File: src/hw/alpha_pkg.sv
package alpha_pkg;

	// ------------------------------------------------------------------------
	// readout word format
	// ------------------------------------------------------------------------
	localparam int alpha_word_w = 16;
	localparam int sample_count_w = 4;

	// first word of every packet carries this marker
	localparam logic [3:0] header_marker = 4'ha;

	// header view, count of sample words that follow
	typedef struct packed {
		logic [3:0] marker;
		logic [7:0] window;
		logic [sample_count_w-1:0] sample_count;
	} alpha_header_t;

	// sample view
	typedef struct packed {
		logic [3:0] channel;
		logic [11:0] adc;
	} alpha_sample_t;

	typedef union packed {
		alpha_header_t hdr;
		alpha_sample_t sample;
	} alpha_word_u;

	// ------------------------------------------------------------------------
	// bias DAC serial frames
	// ------------------------------------------------------------------------
	localparam int bias_value_w = 12;
	localparam int bias_addr_w = 4;

	// address then value, msb first
	localparam int bias_frame_w = bias_addr_w + bias_value_w;

endpackage

File: src/hw/board_pkg.sv
package board_pkg;

	// ------------------------------------------------------------------------
	// startup phases, in the order they run
	// ------------------------------------------------------------------------
	typedef enum logic [2:0] {
		phase_settle,
		phase_dreset,
		phase_pre_bias,
		phase_bias_load,
		phase_wait_press,
		phase_running
	} startup_phase_e;

	// one status bit per phase
	localparam int startup_phase_n = 6;

	// ------------------------------------------------------------------------
	// bias register addresses on the ASIC serial bus
	// ------------------------------------------------------------------------
	localparam logic [alpha_pkg::bias_addr_w-1:0] bias_addr_cmp = 4'd0;
	localparam logic [alpha_pkg::bias_addr_w-1:0] bias_addr_isel = 4'd1;
	localparam logic [alpha_pkg::bias_addr_w-1:0] bias_addr_sb = 4'd2;
	localparam logic [alpha_pkg::bias_addr_w-1:0] bias_addr_db = 4'd3;

endpackage

File: src/hw/button_debounce.sv
`timescale 1ns/10ps

module button_debounce #(
	parameter int debounce_cycles = 1000
) (
	input logic sysclk,
	input logic reset,
	input logic button,
	output logic press
);
	localparam int count_w = $clog2(debounce_cycles + 1);

	logic button_meta;
	logic button_sync;
	// debounced level
	logic level;
	logic [count_w-1:0] stable_count;

	always_ff @(posedge sysclk) begin
		if (reset) begin
			button_meta <= 1'b0;
			button_sync <= 1'b0;
			level <= 1'b0;
			stable_count <= '0;
			press <= 1'b0;
		end else begin
			button_meta <= button;
			button_sync <= button_meta;
			press <= 1'b0;
			// any return to the old level restarts the count
			if (button_sync == level) begin
				stable_count <= '0;
			end else if (stable_count == count_w'(debounce_cycles - 1)) begin
				level <= button_sync;
				stable_count <= '0;
				// pulse on the rising edge only
				press <= button_sync;
			end else begin
				stable_count <= stable_count + 1'b1;
			end
		end
	end

endmodule

File: src/hw/startup_sequencer.sv
`timescale 1ns/10ps

module startup_sequencer import board_pkg::*; #(
	parameter int settle_cycles = 64,
	parameter int dreset_cycles = 8
) (
	input logic sysclk,
	input logic reset,
	input logic press,
	input logic load_ready,
	input logic load_done,
	output logic load_valid,
	output logic dreset,
	output logic sync,
	output logic readout_enable,
	output logic [startup_phase_n-1:0] phase_led
);
	localparam int count_max = (settle_cycles > dreset_cycles) ? settle_cycles : dreset_cycles;
	localparam int count_w = $clog2(count_max + 1);

	startup_phase_e phase;
	logic [count_w-1:0] count;
	logic [count_w-1:0] wait_limit;
	logic wait_over;
	// request already taken by the shifter
	logic load_taken;

	assign wait_limit = (phase == phase_dreset) ? count_w'(dreset_cycles - 1)
		: count_w'(settle_cycles - 1);
	assign wait_over = (count == wait_limit);

	assign dreset = (phase == phase_dreset);
	assign load_valid = (phase == phase_bias_load) && !load_taken;
	assign readout_enable = (phase == phase_running);

	always_ff @(posedge sysclk) begin
		if (reset) begin
			phase <= phase_settle;
			count <= '0;
			load_taken <= 1'b0;
			sync <= 1'b0;
			phase_led <= '0;
		end else begin
			sync <= 1'b0;
			case (phase)
				// timed phases share the one counter
				phase_settle, phase_dreset, phase_pre_bias: begin
					if (wait_over) begin
						count <= '0;
						phase_led[phase] <= 1'b1;
						phase <= startup_phase_e'(phase + 3'd1);
					end else begin
						count <= count + 1'b1;
					end
				end
				phase_bias_load: begin
					if (load_valid && load_ready) begin
						load_taken <= 1'b1;
					end
					if (load_done) begin
						phase_led[phase_bias_load] <= 1'b1;
						phase <= phase_wait_press;
					end
				end
				phase_wait_press: begin
					if (press) begin
						sync <= 1'b1;
						phase_led[phase_wait_press] <= 1'b1;
						phase_led[phase_running] <= 1'b1;
						phase <= phase_running;
					end
				end
				phase_running: begin
					// stays here until reset
				end
				default: phase <= phase_settle;
			endcase
		end
	end

endmodule

File: src/hw/bias_shifter.sv
`timescale 1ns/10ps

module bias_shifter import alpha_pkg::*, board_pkg::*; (
	input logic sysclk,
	input logic reset,
	input logic load_valid,
	output logic load_ready,
	output logic load_done,
	input logic [bias_value_w-1:0] cmp_bias,
	input logic [bias_value_w-1:0] isel_bias,
	input logic [bias_value_w-1:0] sb_bias,
	input logic [bias_value_w-1:0] db_bias,
	output logic sin,
	output logic sclk,
	output logic pclk
);
	localparam int frame_n = 4;
	localparam int frame_idx_w = $clog2(frame_n);
	// two cycles per bit, then the pclk step
	localparam int step_last = 2 * bias_frame_w;
	localparam int step_w = $clog2(step_last + 1);
	localparam int bit_w = $clog2(bias_frame_w);

	logic busy;
	logic [frame_idx_w-1:0] frame_idx;
	logic [step_w-1:0] step;
	logic [bit_w-1:0] bit_idx;
	logic shifting;
	logic [bias_value_w-1:0] bias_q [frame_n];
	logic [bias_frame_w-1:0] frame;

	assign load_ready = !busy;

	// fixed order cmp, isel, sb, db
	always_comb begin
		case (frame_idx)
			2'd0: frame = {bias_addr_cmp, bias_q[0]};
			2'd1: frame = {bias_addr_isel, bias_q[1]};
			2'd2: frame = {bias_addr_sb, bias_q[2]};
			default: frame = {bias_addr_db, bias_q[3]};
		endcase
	end

	// ------------------------------------------------------------------------
	// serial lines, sin set up while sclk is low
	// ------------------------------------------------------------------------
	assign shifting = busy && (step < step_w'(step_last));
	assign bit_idx = step[bit_w:1];
	assign sin = shifting && frame[bias_frame_w - 1 - bit_idx];
	assign sclk = shifting && step[0];
	assign pclk = busy && (step == step_w'(step_last));

	always_ff @(posedge sysclk) begin
		if (load_valid && load_ready) begin
			bias_q[0] <= cmp_bias;
			bias_q[1] <= isel_bias;
			bias_q[2] <= sb_bias;
			bias_q[3] <= db_bias;
		end
	end

	always_ff @(posedge sysclk) begin
		if (reset) begin
			busy <= 1'b0;
			frame_idx <= '0;
			step <= '0;
			load_done <= 1'b0;
		end else begin
			load_done <= 1'b0;
			if (!busy) begin
				if (load_valid && load_ready) begin
					busy <= 1'b1;
					frame_idx <= '0;
					step <= '0;
				end
			end else if (step == step_w'(step_last)) begin
				step <= '0;
				frame_idx <= frame_idx + 1'b1;
				if (frame_idx == frame_idx_w'(frame_n - 1)) begin
					busy <= 1'b0;
					load_done <= 1'b1;
				end
			end else begin
				step <= step + 1'b1;
			end
		end
	end

endmodule

File: src/hw/alpha_readout.sv
`timescale 1ns/10ps

module alpha_readout import alpha_pkg::*; (
	input logic sysclk,
	input logic reset,
	input logic readout_enable,
	input logic data_a,
	output logic word_valid,
	output logic [alpha_word_w-1:0] word,
	output logic header,
	output logic msn
);
	localparam int bit_w = $clog2(alpha_word_w);
	// index of the last bit of the top nybble
	localparam int msn_bit = 3;

	logic in_frame;
	logic [bit_w-1:0] bit_count;
	logic [alpha_word_w-2:0] shreg;
	logic frame_end;
	alpha_word_u next_word;
	// sample words still due in this packet
	logic [sample_count_w-1:0] samples_left;
	logic expect_header;

	assign next_word = {shreg, data_a};
	assign frame_end = in_frame && (bit_count == bit_w'(alpha_word_w - 1));
	assign expect_header = (samples_left == '0);

	// ------------------------------------------------------------------------
	// start-bit framer and packet tracker
	// ------------------------------------------------------------------------
	always_ff @(posedge sysclk) begin
		if (reset || !readout_enable) begin
			in_frame <= 1'b0;
			bit_count <= '0;
			samples_left <= '0;
			word_valid <= 1'b0;
			header <= 1'b0;
			msn <= 1'b0;
		end else begin
			word_valid <= 1'b0;
			header <= 1'b0;
			msn <= 1'b0;
			if (!in_frame) begin
				if (data_a) begin
					in_frame <= 1'b1;
					bit_count <= '0;
				end
			end else begin
				bit_count <= bit_count + 1'b1;
				if (bit_count == bit_w'(msn_bit)) begin
					msn <= 1'b1;
				end
				if (frame_end) begin
					in_frame <= 1'b0;
					word_valid <= 1'b1;
					header <= expect_header;
					if (expect_header) begin
						// bad marker starts no samples
						if (next_word.hdr.marker == header_marker) begin
							samples_left <= next_word.hdr.sample_count;
						end
					end else begin
						samples_left <= samples_left - 1'b1;
					end
				end
			end
		end
	end

	// data path
	always_ff @(posedge sysclk) begin
		if (in_frame) begin
			shreg <= next_word[alpha_word_w-2:0];
		end
		if (frame_end) begin
			word <= next_word;
		end
	end

endmodule

File: src/hw/alpha_test_top.sv
`timescale 1ns/10ps

module alpha_test_top import alpha_pkg::*, board_pkg::*; #(
	parameter int settle_cycles = 64,
	parameter int dreset_cycles = 8,
	parameter int debounce_cycles = 1000
) (
	input logic sysclk,
	input logic reset,
	input logic data_a,
	input logic button,
	input logic [bias_value_w-1:0] cmp_bias,
	input logic [bias_value_w-1:0] isel_bias,
	input logic [bias_value_w-1:0] sb_bias,
	input logic [bias_value_w-1:0] db_bias,
	output logic dreset,
	output logic sin,
	output logic sclk,
	output logic pclk,
	output logic sync,
	output logic word_valid,
	output logic [alpha_word_w-1:0] word,
	output logic header,
	output logic msn,
	output logic [startup_phase_n-1:0] phase_led
);
	logic press;
	logic load_valid;
	logic load_ready;
	logic load_done;
	logic readout_enable;

	button_debounce #(
		.debounce_cycles(debounce_cycles)
	) button_debounce_i (
		.sysclk(sysclk),
		.reset(reset),
		.button(button),
		.press(press)
	);

	startup_sequencer #(
		.settle_cycles(settle_cycles),
		.dreset_cycles(dreset_cycles)
	) startup_sequencer_i (
		.sysclk(sysclk),
		.reset(reset),
		.press(press),
		.load_ready(load_ready),
		.load_done(load_done),
		.load_valid(load_valid),
		.dreset(dreset),
		.sync(sync),
		.readout_enable(readout_enable),
		.phase_led(phase_led)
	);

	// bias DAC load over sin/sclk/pclk
	bias_shifter bias_shifter_i (
		.sysclk(sysclk),
		.reset(reset),
		.load_valid(load_valid),
		.load_ready(load_ready),
		.load_done(load_done),
		.cmp_bias(cmp_bias),
		.isel_bias(isel_bias),
		.sb_bias(sb_bias),
		.db_bias(db_bias),
		.sin(sin),
		.sclk(sclk),
		.pclk(pclk)
	);

	alpha_readout alpha_readout_i (
		.sysclk(sysclk),
		.reset(reset),
		.readout_enable(readout_enable),
		.data_a(data_a),
		.word_valid(word_valid),
		.word(word),
		.header(header),
		.msn(msn)
	);

endmodule

File: config.mk
export PLATFORM = sky130hd
export DESIGN_NAME = alpha_test_top
export DESIGN_NICKNAME = d
export VERILOG_FILES = /design/src/hw/alpha_pkg.sv /design/src/hw/board_pkg.sv /design/src/hw/button_debounce.sv /design/src/hw/startup_sequencer.sv /design/src/hw/bias_shifter.sv /design/src/hw/alpha_readout.sv /design/src/hw/alpha_test_top.sv
export SDC_FILE = /design/constraint.sdc
export NUM_CORES = 1
export LEC_CHECK = 0
export BUFFER_PORTS_ARGS = -buffer_cell sky130_fd_sc_hd__buf_2
export CAP_MARGIN = 20
export CORE_ASPECT_RATIO = 0.9
export CORE_UTILIZATION = 45
export CTS_BUF_LIST = sky130_fd_sc_hd__clkbuf_4
export DETAILED_ROUTE_END_ITERATION = 10
export PLACE_DENSITY_LB_ADDON = 0.1
export REMOVE_ABC_BUFFERS = 1
export SKIP_CTS_REPAIR_TIMING = 1
export SLEW_MARGIN = 20
export SYNTH_ARGS = -nofsm -noshare
export SYNTH_HDL_FRONTEND = slang
export SYNTH_SLANG_ARGS = --single-unit
File: constraint.sdc
create_clock -name sysclk -period 3 [get_ports sysclk]
set_input_delay 0.15 -clock sysclk [delete_from_list [all_inputs] [get_ports sysclk]]
set_output_delay 0.15 -clock sysclk [all_outputs]
set_load 0.005 [all_outputs]
==> results of run 1 <==
cell type report:
type                       count  area [sq um]
timing repair buffer         133         920.9
fill                         882          4424
sequential                   133          3453
tap                          152         190.2
multi-input combinational    261          1660
clock inverter                12         202.7
clock buffer                  18         135.1
inverter                      13         48.80
cells in the mapped netlist, types with 2 or more instances:
| master | count | share of area, % |
|---|---|---|
| a41oi_1 | 2 | 0.34 |
| a21o_1 | 2 | 0.29 |
| nor3_1 | 12 | 1.2 |
| o211ai_1 | 2 | 0.29 |
| nor2_1 | 48 | 3.5 |
| a21oi_1 | 18 | 1.7 |
| o21ai_0 | 4 | 0.38 |
| a32oi_1 | 6 | 1.0 |
| or3_1 | 2 | 0.24 |
| o21a_1 | 3 | 0.43 |
| nand3_1 | 14 | 1.3 |
| mux2i_1 | 11 | 2.1 |
| ha_1 | 14 | 3.4 |
| nor3_4 | 2 | 0.62 |
| a22oi_1 | 15 | 2.2 |
| nand4_1 | 8 | 0.96 |
| nor2b_1 | 6 | 0.72 |
| a311oi_1 | 4 | 0.67 |
| clkbuf_1 | 13 | 0.94 |
| and2_1 | 4 | 0.48 |
| xnor2_1 | 4 | 0.67 |
| nand2_1 | 35 | 2.5 |
| dfxtp_1 | 54 | 21 |
| inv_1 | 13 | 0.94 |
| a31oi_1 | 7 | 0.84 |
| xor2_1 | 10 | 1.7 |
| and3_1 | 3 | 0.36 |
| edfxtp_1 | 79 | 46 |
| a211oi_1 | 3 | 0.43 |
| o31ai_1 | 2 | 0.29 |
| o21ai_1 | 4 | 0.38 |
| nand2b_1 | 2 | 0.24 |
worst paths after layout:
kind | endpoint | slack [ns] | depth (start not counted)
worst min-delay path | bias_shifter_i.step[0] | 0.13 | 2
worst max-delay path | sin | 0.38 | 8
worst max register to register | startup_sequencer_i.phase[2] | 0.98 | 7
worst min register to register | startup_sequencer_i.phase_led[4] | 0.45 | 2
cell families after synthesis:
| kind of cell | count (synthesis) |
|---|---|
| AND/OR/NAND/NOR | 148 |
| buffers and inverters | 27 |
| XOR/XNOR | 14 |
| adder cells (fa/ha/maj) | 14 |
| multiplexers | 12 |
| AO/OA/AOI/OAI | 73 |
| flip-flops | 133 |
report_power, final:
part           internal [uW]  switching, uW  total (uW)
registers               1940           17.5        1960
clock network            753            645        1400
logic                    112           93.2         206
total                   2810            756        3560
registers in the layout (all words and copies together) (netlist names), 2 cells and up:
register / count
button_debounce_i.stable_count: 10
alpha_readout_i.shreg: 15
bias_shifter_i.step: 6
bias_shifter_i.bias_q: 48
alpha_readout_i.word: 16
startup_sequencer_i.phase_led: 6
bias_shifter_i.frame_idx: 2
startup_sequencer_i.phase: 3
alpha_readout_i.samples_left: 4
startup_sequencer_i.count: 7
alpha_readout_i.bit_count: 4
layer usage:
layer	wire, microns	track usage [%]
met4	77	5.937
met1	4748	22.92
met2	5200	27.07
met3	498	5.711
met5	0	0
cells in the final DEF, fill, tap and decap left out, types with 4 or more instances in the layout:
master and count:
dfxtp_1 54, clkbuf_4 18, a22oi_1 15, o21ai_1 4
xnor2_1 4, xor2_1 10, edfxtp_1 79, a311oi_1 4
nand4_1 8, mux2i_1 11, buf_2 81, and2_1 4
o21ai_0 4, a31oi_1 7, a32oi_1 6, inv_1 13
a21oi_1 18, nand3_1 14, nor3_1 12, ha_1 14
nand2_1 35, bufinv_16 5, nor2_1 47, dlygate4sd3_1 50
nor2b_1 6
critical path, stage by stage (launching register included):
cell and delay, ns:
dfxtp_1 0.38, inv_1 0.10, ha_1 0.46, a22oi_1 0.18
a32oi_1 0.22, nand2_1 0.08, o311ai_1 0.20, and4_1 0.22
buf_2 0.12
per-stage QoR:
step	cells	instance area, sq um	total power [uW]	setup slack (ns)
6_report	722	6611	3562	0.3789
4_1_cts	672	6111	3544	0.3260
5_1_grt	722	6611	3705	0.1199
3_5_place_dp	642	5773	2153	0.9254
3_3_place_gp	642	5773	2148	1.026
2_1_floorplan	407	5155	2087	-0.3299
==> flow_summary_export.csv, run 1 <==
group,metric,value,unit
worst_hold_path,hold_class,"in -> reg",
critical_path,worstPathArrival,2.47,ns
clocking,path_clk_slew,0.11,ns
drt,drc,0,
yosys,ys.flop_type,"edfxtp_1",
finish,fin_util,59.91,%
status,outcome,"finished clean",
critical_path,crit_path_start_kind,"register",
grt,grt_max_degree,50,
power_and_ir_drop,p_leak,0.002416,uW
timing,max_slew.worst_pin.slew,0.6795,ns
grt,antenna_found_initial,0,
yosys,yosys.area_share.simple,14.22,%
yosys,synth_area,5209,sq um
critical_path,cp-end-kind,"output port",
drt,vias,3727,
clocking,h-tree-depth,4,
timing,drv_slew,0,
timing,final_hold_viol_count,0,
placed_design,hpwl,6635,microns
power_and_ir_drop,power_density,538.8,nW/um^2
clocking,clkSinkCount,133,
timing,fin_skew,0.01802,ns
yosys,synthAdderAreaFrac,3.363,%
yosys,synth_top_family_by_area,"simple AND/OR/NAND/NOR gates",
clocking,clkLatencyLatePin,0.51,ns
yosys,postSynthRegisterBits,133,
floorplanning,die_area,12010,sq um
critical_path,crit_start,"bias_shifter_i.frame_idx[0]",
finish,syn2layout_area_growth,26.93,%
grt,grt_pass1_vias,3382,
timing,slew_headroom,54.65,%
finish,diodes,0,
grt,grt_first_pass_wirelength,15990,microns
finish,drive_gt1_share,21.05,%
drt,drt-initial-drc-count,208,
drt,vias_per_cell,5.162,
yosys,yosysWarnings,0,
placed_design,portBuffers,81,
clocking,cts-buffers-inserted,17,
grt,grt_use_total,17.47,%
critical_path,worstSetupPathType,"reg -> out",
floorplanning,start_util,47.20,%
timing,period_needed,2.621,ns
yosys,ys_types,47,
floorplanning,die_y,104.1,microns
critical_path,crit_fanout,12,
yosys,ys_seq_area_share,66.30,%
yosys,async_flop_share,0,%
clocking,cts_root_buf,"clkbuf_4",
yosys,synth_enable_flop_cells,79,
yosys,syn_inst,421,
drt,dr.pass1.iters,5,
timing,setup_tns,0,ns
drt,ant_nets,0,
yosys,synthXorXnorAreaFrac,2.354,%
timing,grt_setup_unrepaired,"false",
timing,whs,0.1320,ns
timing,setup_viol,0,
critical_path,regToRegStartpoint,"startup_sequencer_i.phase[1]",
clocking,cts_tree,"built",
clocking,max-clock-path-buffers,2,
floorplanning,die_x,115.4,microns
floorplanning,rows,36,
drt,routedWlPerCell,14.58,microns
run,drv_cap,0,
yosys,synth.mux.area_fraction,2.378,%
power_and_ir_drop,vdd_drop_max,0.3347,mV
drt,routed_wl,10520,microns
finish,fin_nets,625,
yosys,syn_avg_cell_area,12.37,sq um
timing,post-route-period-util,87.37,%
worst_hold_path,hold_start,"reset",
timing,fmax,381.5,MHz
critical_path,crit_required,2.85,ns
placed_design,place_congestion,0.8146,
floorplanning,io_pins,82,
floorplanning,core_region_area,11040,sq um
yosys,synth-compound-area-share,9.416,%
grt,overflow,0,
(Power assumes the default switching activity.)
==> run 2, diff against run 1 <==
--- a/config.mk
+++ b/config.mk
@@ -5,6 +5,7 @@
 export SDC_FILE = /design/constraint.sdc
 export NUM_CORES = 1
 export LEC_CHECK = 0
+export ABC_AREA = 1
 export BUFFER_PORTS_ARGS = -buffer_cell sky130_fd_sc_hd__buf_2
 export CAP_MARGIN = 20
 export CORE_ASPECT_RATIO = 0.9
==> run 2 against run 1 <==
Net effect:
- sequential share of layout area fell by 0.94 points
- via count rose by 6.7%
- die area rose by 3.1%
- cell count rose by 16%
- sequential power rose by 7%
- critical endpoint unchanged
- largest cell class unchanged
- highest routed layer unchanged
==> flow_summary_export.csv, run 2 <==
group,metric,value,unit
status,outcome,"finished clean",
clocking,cts-buffers-inserted,17,
floorplanning,die_area,12380,sq um
timing,slew_headroom,59.00,%
yosys,synth_enable_flop_cells,79,
yosys,ys_types,34,
drt,vias,3975,
clocking,clkLatencyLatePin,0.52,ns
drt,routed_wl,10880,microns
yosys,synth_area,5371,sq um
power_and_ir_drop,p_comb_share,17.1,%
timing,period_needed,2.508,ns
floorplanning,die_x,117.2,microns
run,drv_cap,0,
drt,dr.pass1.iters,5,
finish,fin_nets,737,
clocking,clkSinkCount,133,
floorplanning,io_pins,82,
clocking,cts_root_buf,"clkbuf_4",
yosys,yosysWarnings,0,
clocking,cts_tree,"built",
finish,fillCellCount,989,
placed_design,place_congestion,0.8348,
grt,grt_use_total,18.06,%
yosys,ys.flop_type,"edfxtp_1",
finish,top_regs,"bias_shifter_i.bias_q (48), alpha_readout_i.word (16), alpha_readout_i.shreg (15)",
power_and_ir_drop,p_int,2750,uW
grt,grt_pass1_vias,3647,
yosys,async_flop_share,0,%
timing,fmax,398.7,MHz
yosys,synth_top_cell_area_share,44.16,%
yosys,synth_top_area_cell,"edfxtp_1",
power_and_ir_drop,vdd_drop_max,0.4282,mV
timing,drv_slew,0,
timing,final_hold_viol_count,0,
clocking,path_clk_slew,0.14,ns
placed_design,portBuffers,81,
floorplanning,rows,37,
drt,ant_nets,0,
finish,fin_util,58.41,%
grt,grt_max_degree,50,
critical_path,crit_required,2.85,ns
grt,overflow,0,
critical_path,worstPathArrival,2.36,ns
yosys,postSynthRegisterBits,133,
power_and_ir_drop,p_leak,0.002735,uW
yosys,syn_inst,527,
drt,vias_per_cell,4.732,
yosys,synth.most_common_cell,"nand2_1",
timing,post-route-period-util,83.61,%
finish,final_common_cell,"nand2_1",
power_and_ir_drop,seqPwrFrac,52.9,%
drt,routedWlPerCell,12.95,microns
finish,drive_gt1_share,20.47,%
grt,antenna_found_initial,0,
critical_path,cp-end-kind,"output port",
finish,largest_register_ffs,48,
clocking,max-clock-path-buffers,2,
finish,syn2layout_area_growth,25.34,%
floorplanning,die_y,105.6,microns
critical_path,crit_fanout,12,
grt,grt_first_pass_wirelength,16870,microns
power_and_ir_drop,power_frac_clock,30.0,%
timing,setup_viol,0,
yosys,synthTopCellsByCount,"nand2_1, edfxtp_1, inv_1, dfxtp_1, nor2_1",
placed_design,hpwl,7083,microns
power_and_ir_drop,p_total,3967,uW
power_and_ir_drop,p_switching,1218,uW
timing,fin_skew,0.02487,ns
yosys,synth_area_leaders,"edfxtp_1, dfxtp_1, nand2_1",
critical_path,crit_path_start_kind,"register",
worst_hold_path,hold_class,"in -> reg",
yosys,syn_avg_cell_area,10.19,sq um
timing,grt_setup_unrepaired,"false",
timing,max_slew.worst_pin.slew,0.6150,ns
power_and_ir_drop,power_density,589.3,nW/um^2
floorplanning,core_region_area,11530,sq um
finish,final_cell_mix,"nand2_1, buf_2, edfxtp_1",
yosys,ys_seq_area_share,64.29,%
power_and_ir_drop,switching_share,30.70,%
finish,regMostFlops,"bias_shifter_i.bias_q",
drt,drc,0,
drt,drt-initial-drc-count,285,
floorplanning,start_util,46.60,%
critical_path,worstSetupPathType,"reg -> out",
finish,diodes,0,
clocking,h-tree-depth,4,
run 2: cell types whose count changed in the layout (fill, tap and decap cells not counted), sizes merged, moves of 6 or more:
cell   previous run  this run
a21oi            18        41
a22oi            15         0
a32oi             6         0
inv              16        72
mux2i            12         0
nand2            35       124
nand3            14        25
nor2b             6         0
o21ai             8        16
xor2             10         3
run 2: logic make-up (layout without fill, tap and decap cells):
family                     after synthesis  after routing  share of synthesized area (%)
adders and majority gates               14             14                          3.261
buffers and inverters                   72            229                          5.521
DFF                                    133            133                          64.29
AOI/OAI and AO/OA                       72             72                          7.361
xor gates and xnor gates                 4              4                         0.6523
and+or+nand+nor                        232            232                          18.91
run 2: metrics by stage:
stage	area, sq um	cells	hold slack [ns]	setup TNS [ns]	setup WS (ns)
6_report	6733	840	0.05405	0	0.4918
5_1_grt	6733	840	0.01597	0	0.1305
4_1_cts	6232	790	-0.2679	0	0.4308
3_5_place_dp	5947	758	0.3281	0	0.8765
3_3_place_gp	5947	758	0.3297	0	0.9356
2_1_floorplan	5316	518	0.2191	-26.12	-0.5371
run 2: path summary, 6_finish.rpt:
kind,cells after the start,endpoint,slack (ns),from
hold / removal,2,startup_sequencer_i.load_taken,0.05,reset
hold reg to reg,2,button_debounce_i.button_sync,0.41,button_debounce_i.button_meta
setup reg to reg,6,bias_shifter_i.bias_q[3][2],0.83,startup_sequencer_i.phase[1]
setup / recovery,12,sin,0.49,bias_shifter_i.frame_idx[0]
run 2: area by class of cell:
cell class / count / area (sq um) / area share (%)
flip-flops and latches: 133 / 3453 / 51.29
multi-input cells: 322 / 1629 / 24.20
repair buffers: 134 / 928.4 / 13.79
inverters: 63 / 241.5 / 3.587
well taps: 156 / 195.2 / 2.899
clock inverters: 15 / 157.7 / 2.342
clock buffers: 17 / 127.6 / 1.896
run 2: power by group through the flow:
stage	Clock (uW)	Sequential (uW)	Combinational, uW
3_3_place_gp	0	2130	622
5_1_grt	1320	2110	772
3_5_place_dp	0	2140	630
6_report	1190	2100	679
4_1_cts	1240	2100	633
2_1_floorplan	0	2130	466
run 2: layer usage:
| metal | vias up | share of wire, % | GRT usage (%) |
|---|---|---|---|
| met1 | 1840 | 48 | 23.00 |
| met3 | 6 | 3.6 | 6.153 |
| met4 | 0 | 0.79 | 6.420 |
| met5 | - | 0 | 0 |
| li1 | 2061 | - | - |
| met2 | 68 | 48 | 28.40 |
run 2: worst max-delay path: stages, from the launching register on:
cell     delay [ns]
dfxtp_1        0.44
ha_1           0.51
nand2_1        0.11
nand2_1        0.08
inv_1          0.04
nand2_1        0.05
nand3_1        0.06
nand3_1        0.10
nand3_1        0.08
nand2_1        0.07
nand2_1        0.05
nor2_1         0.13
buf_2          0.13
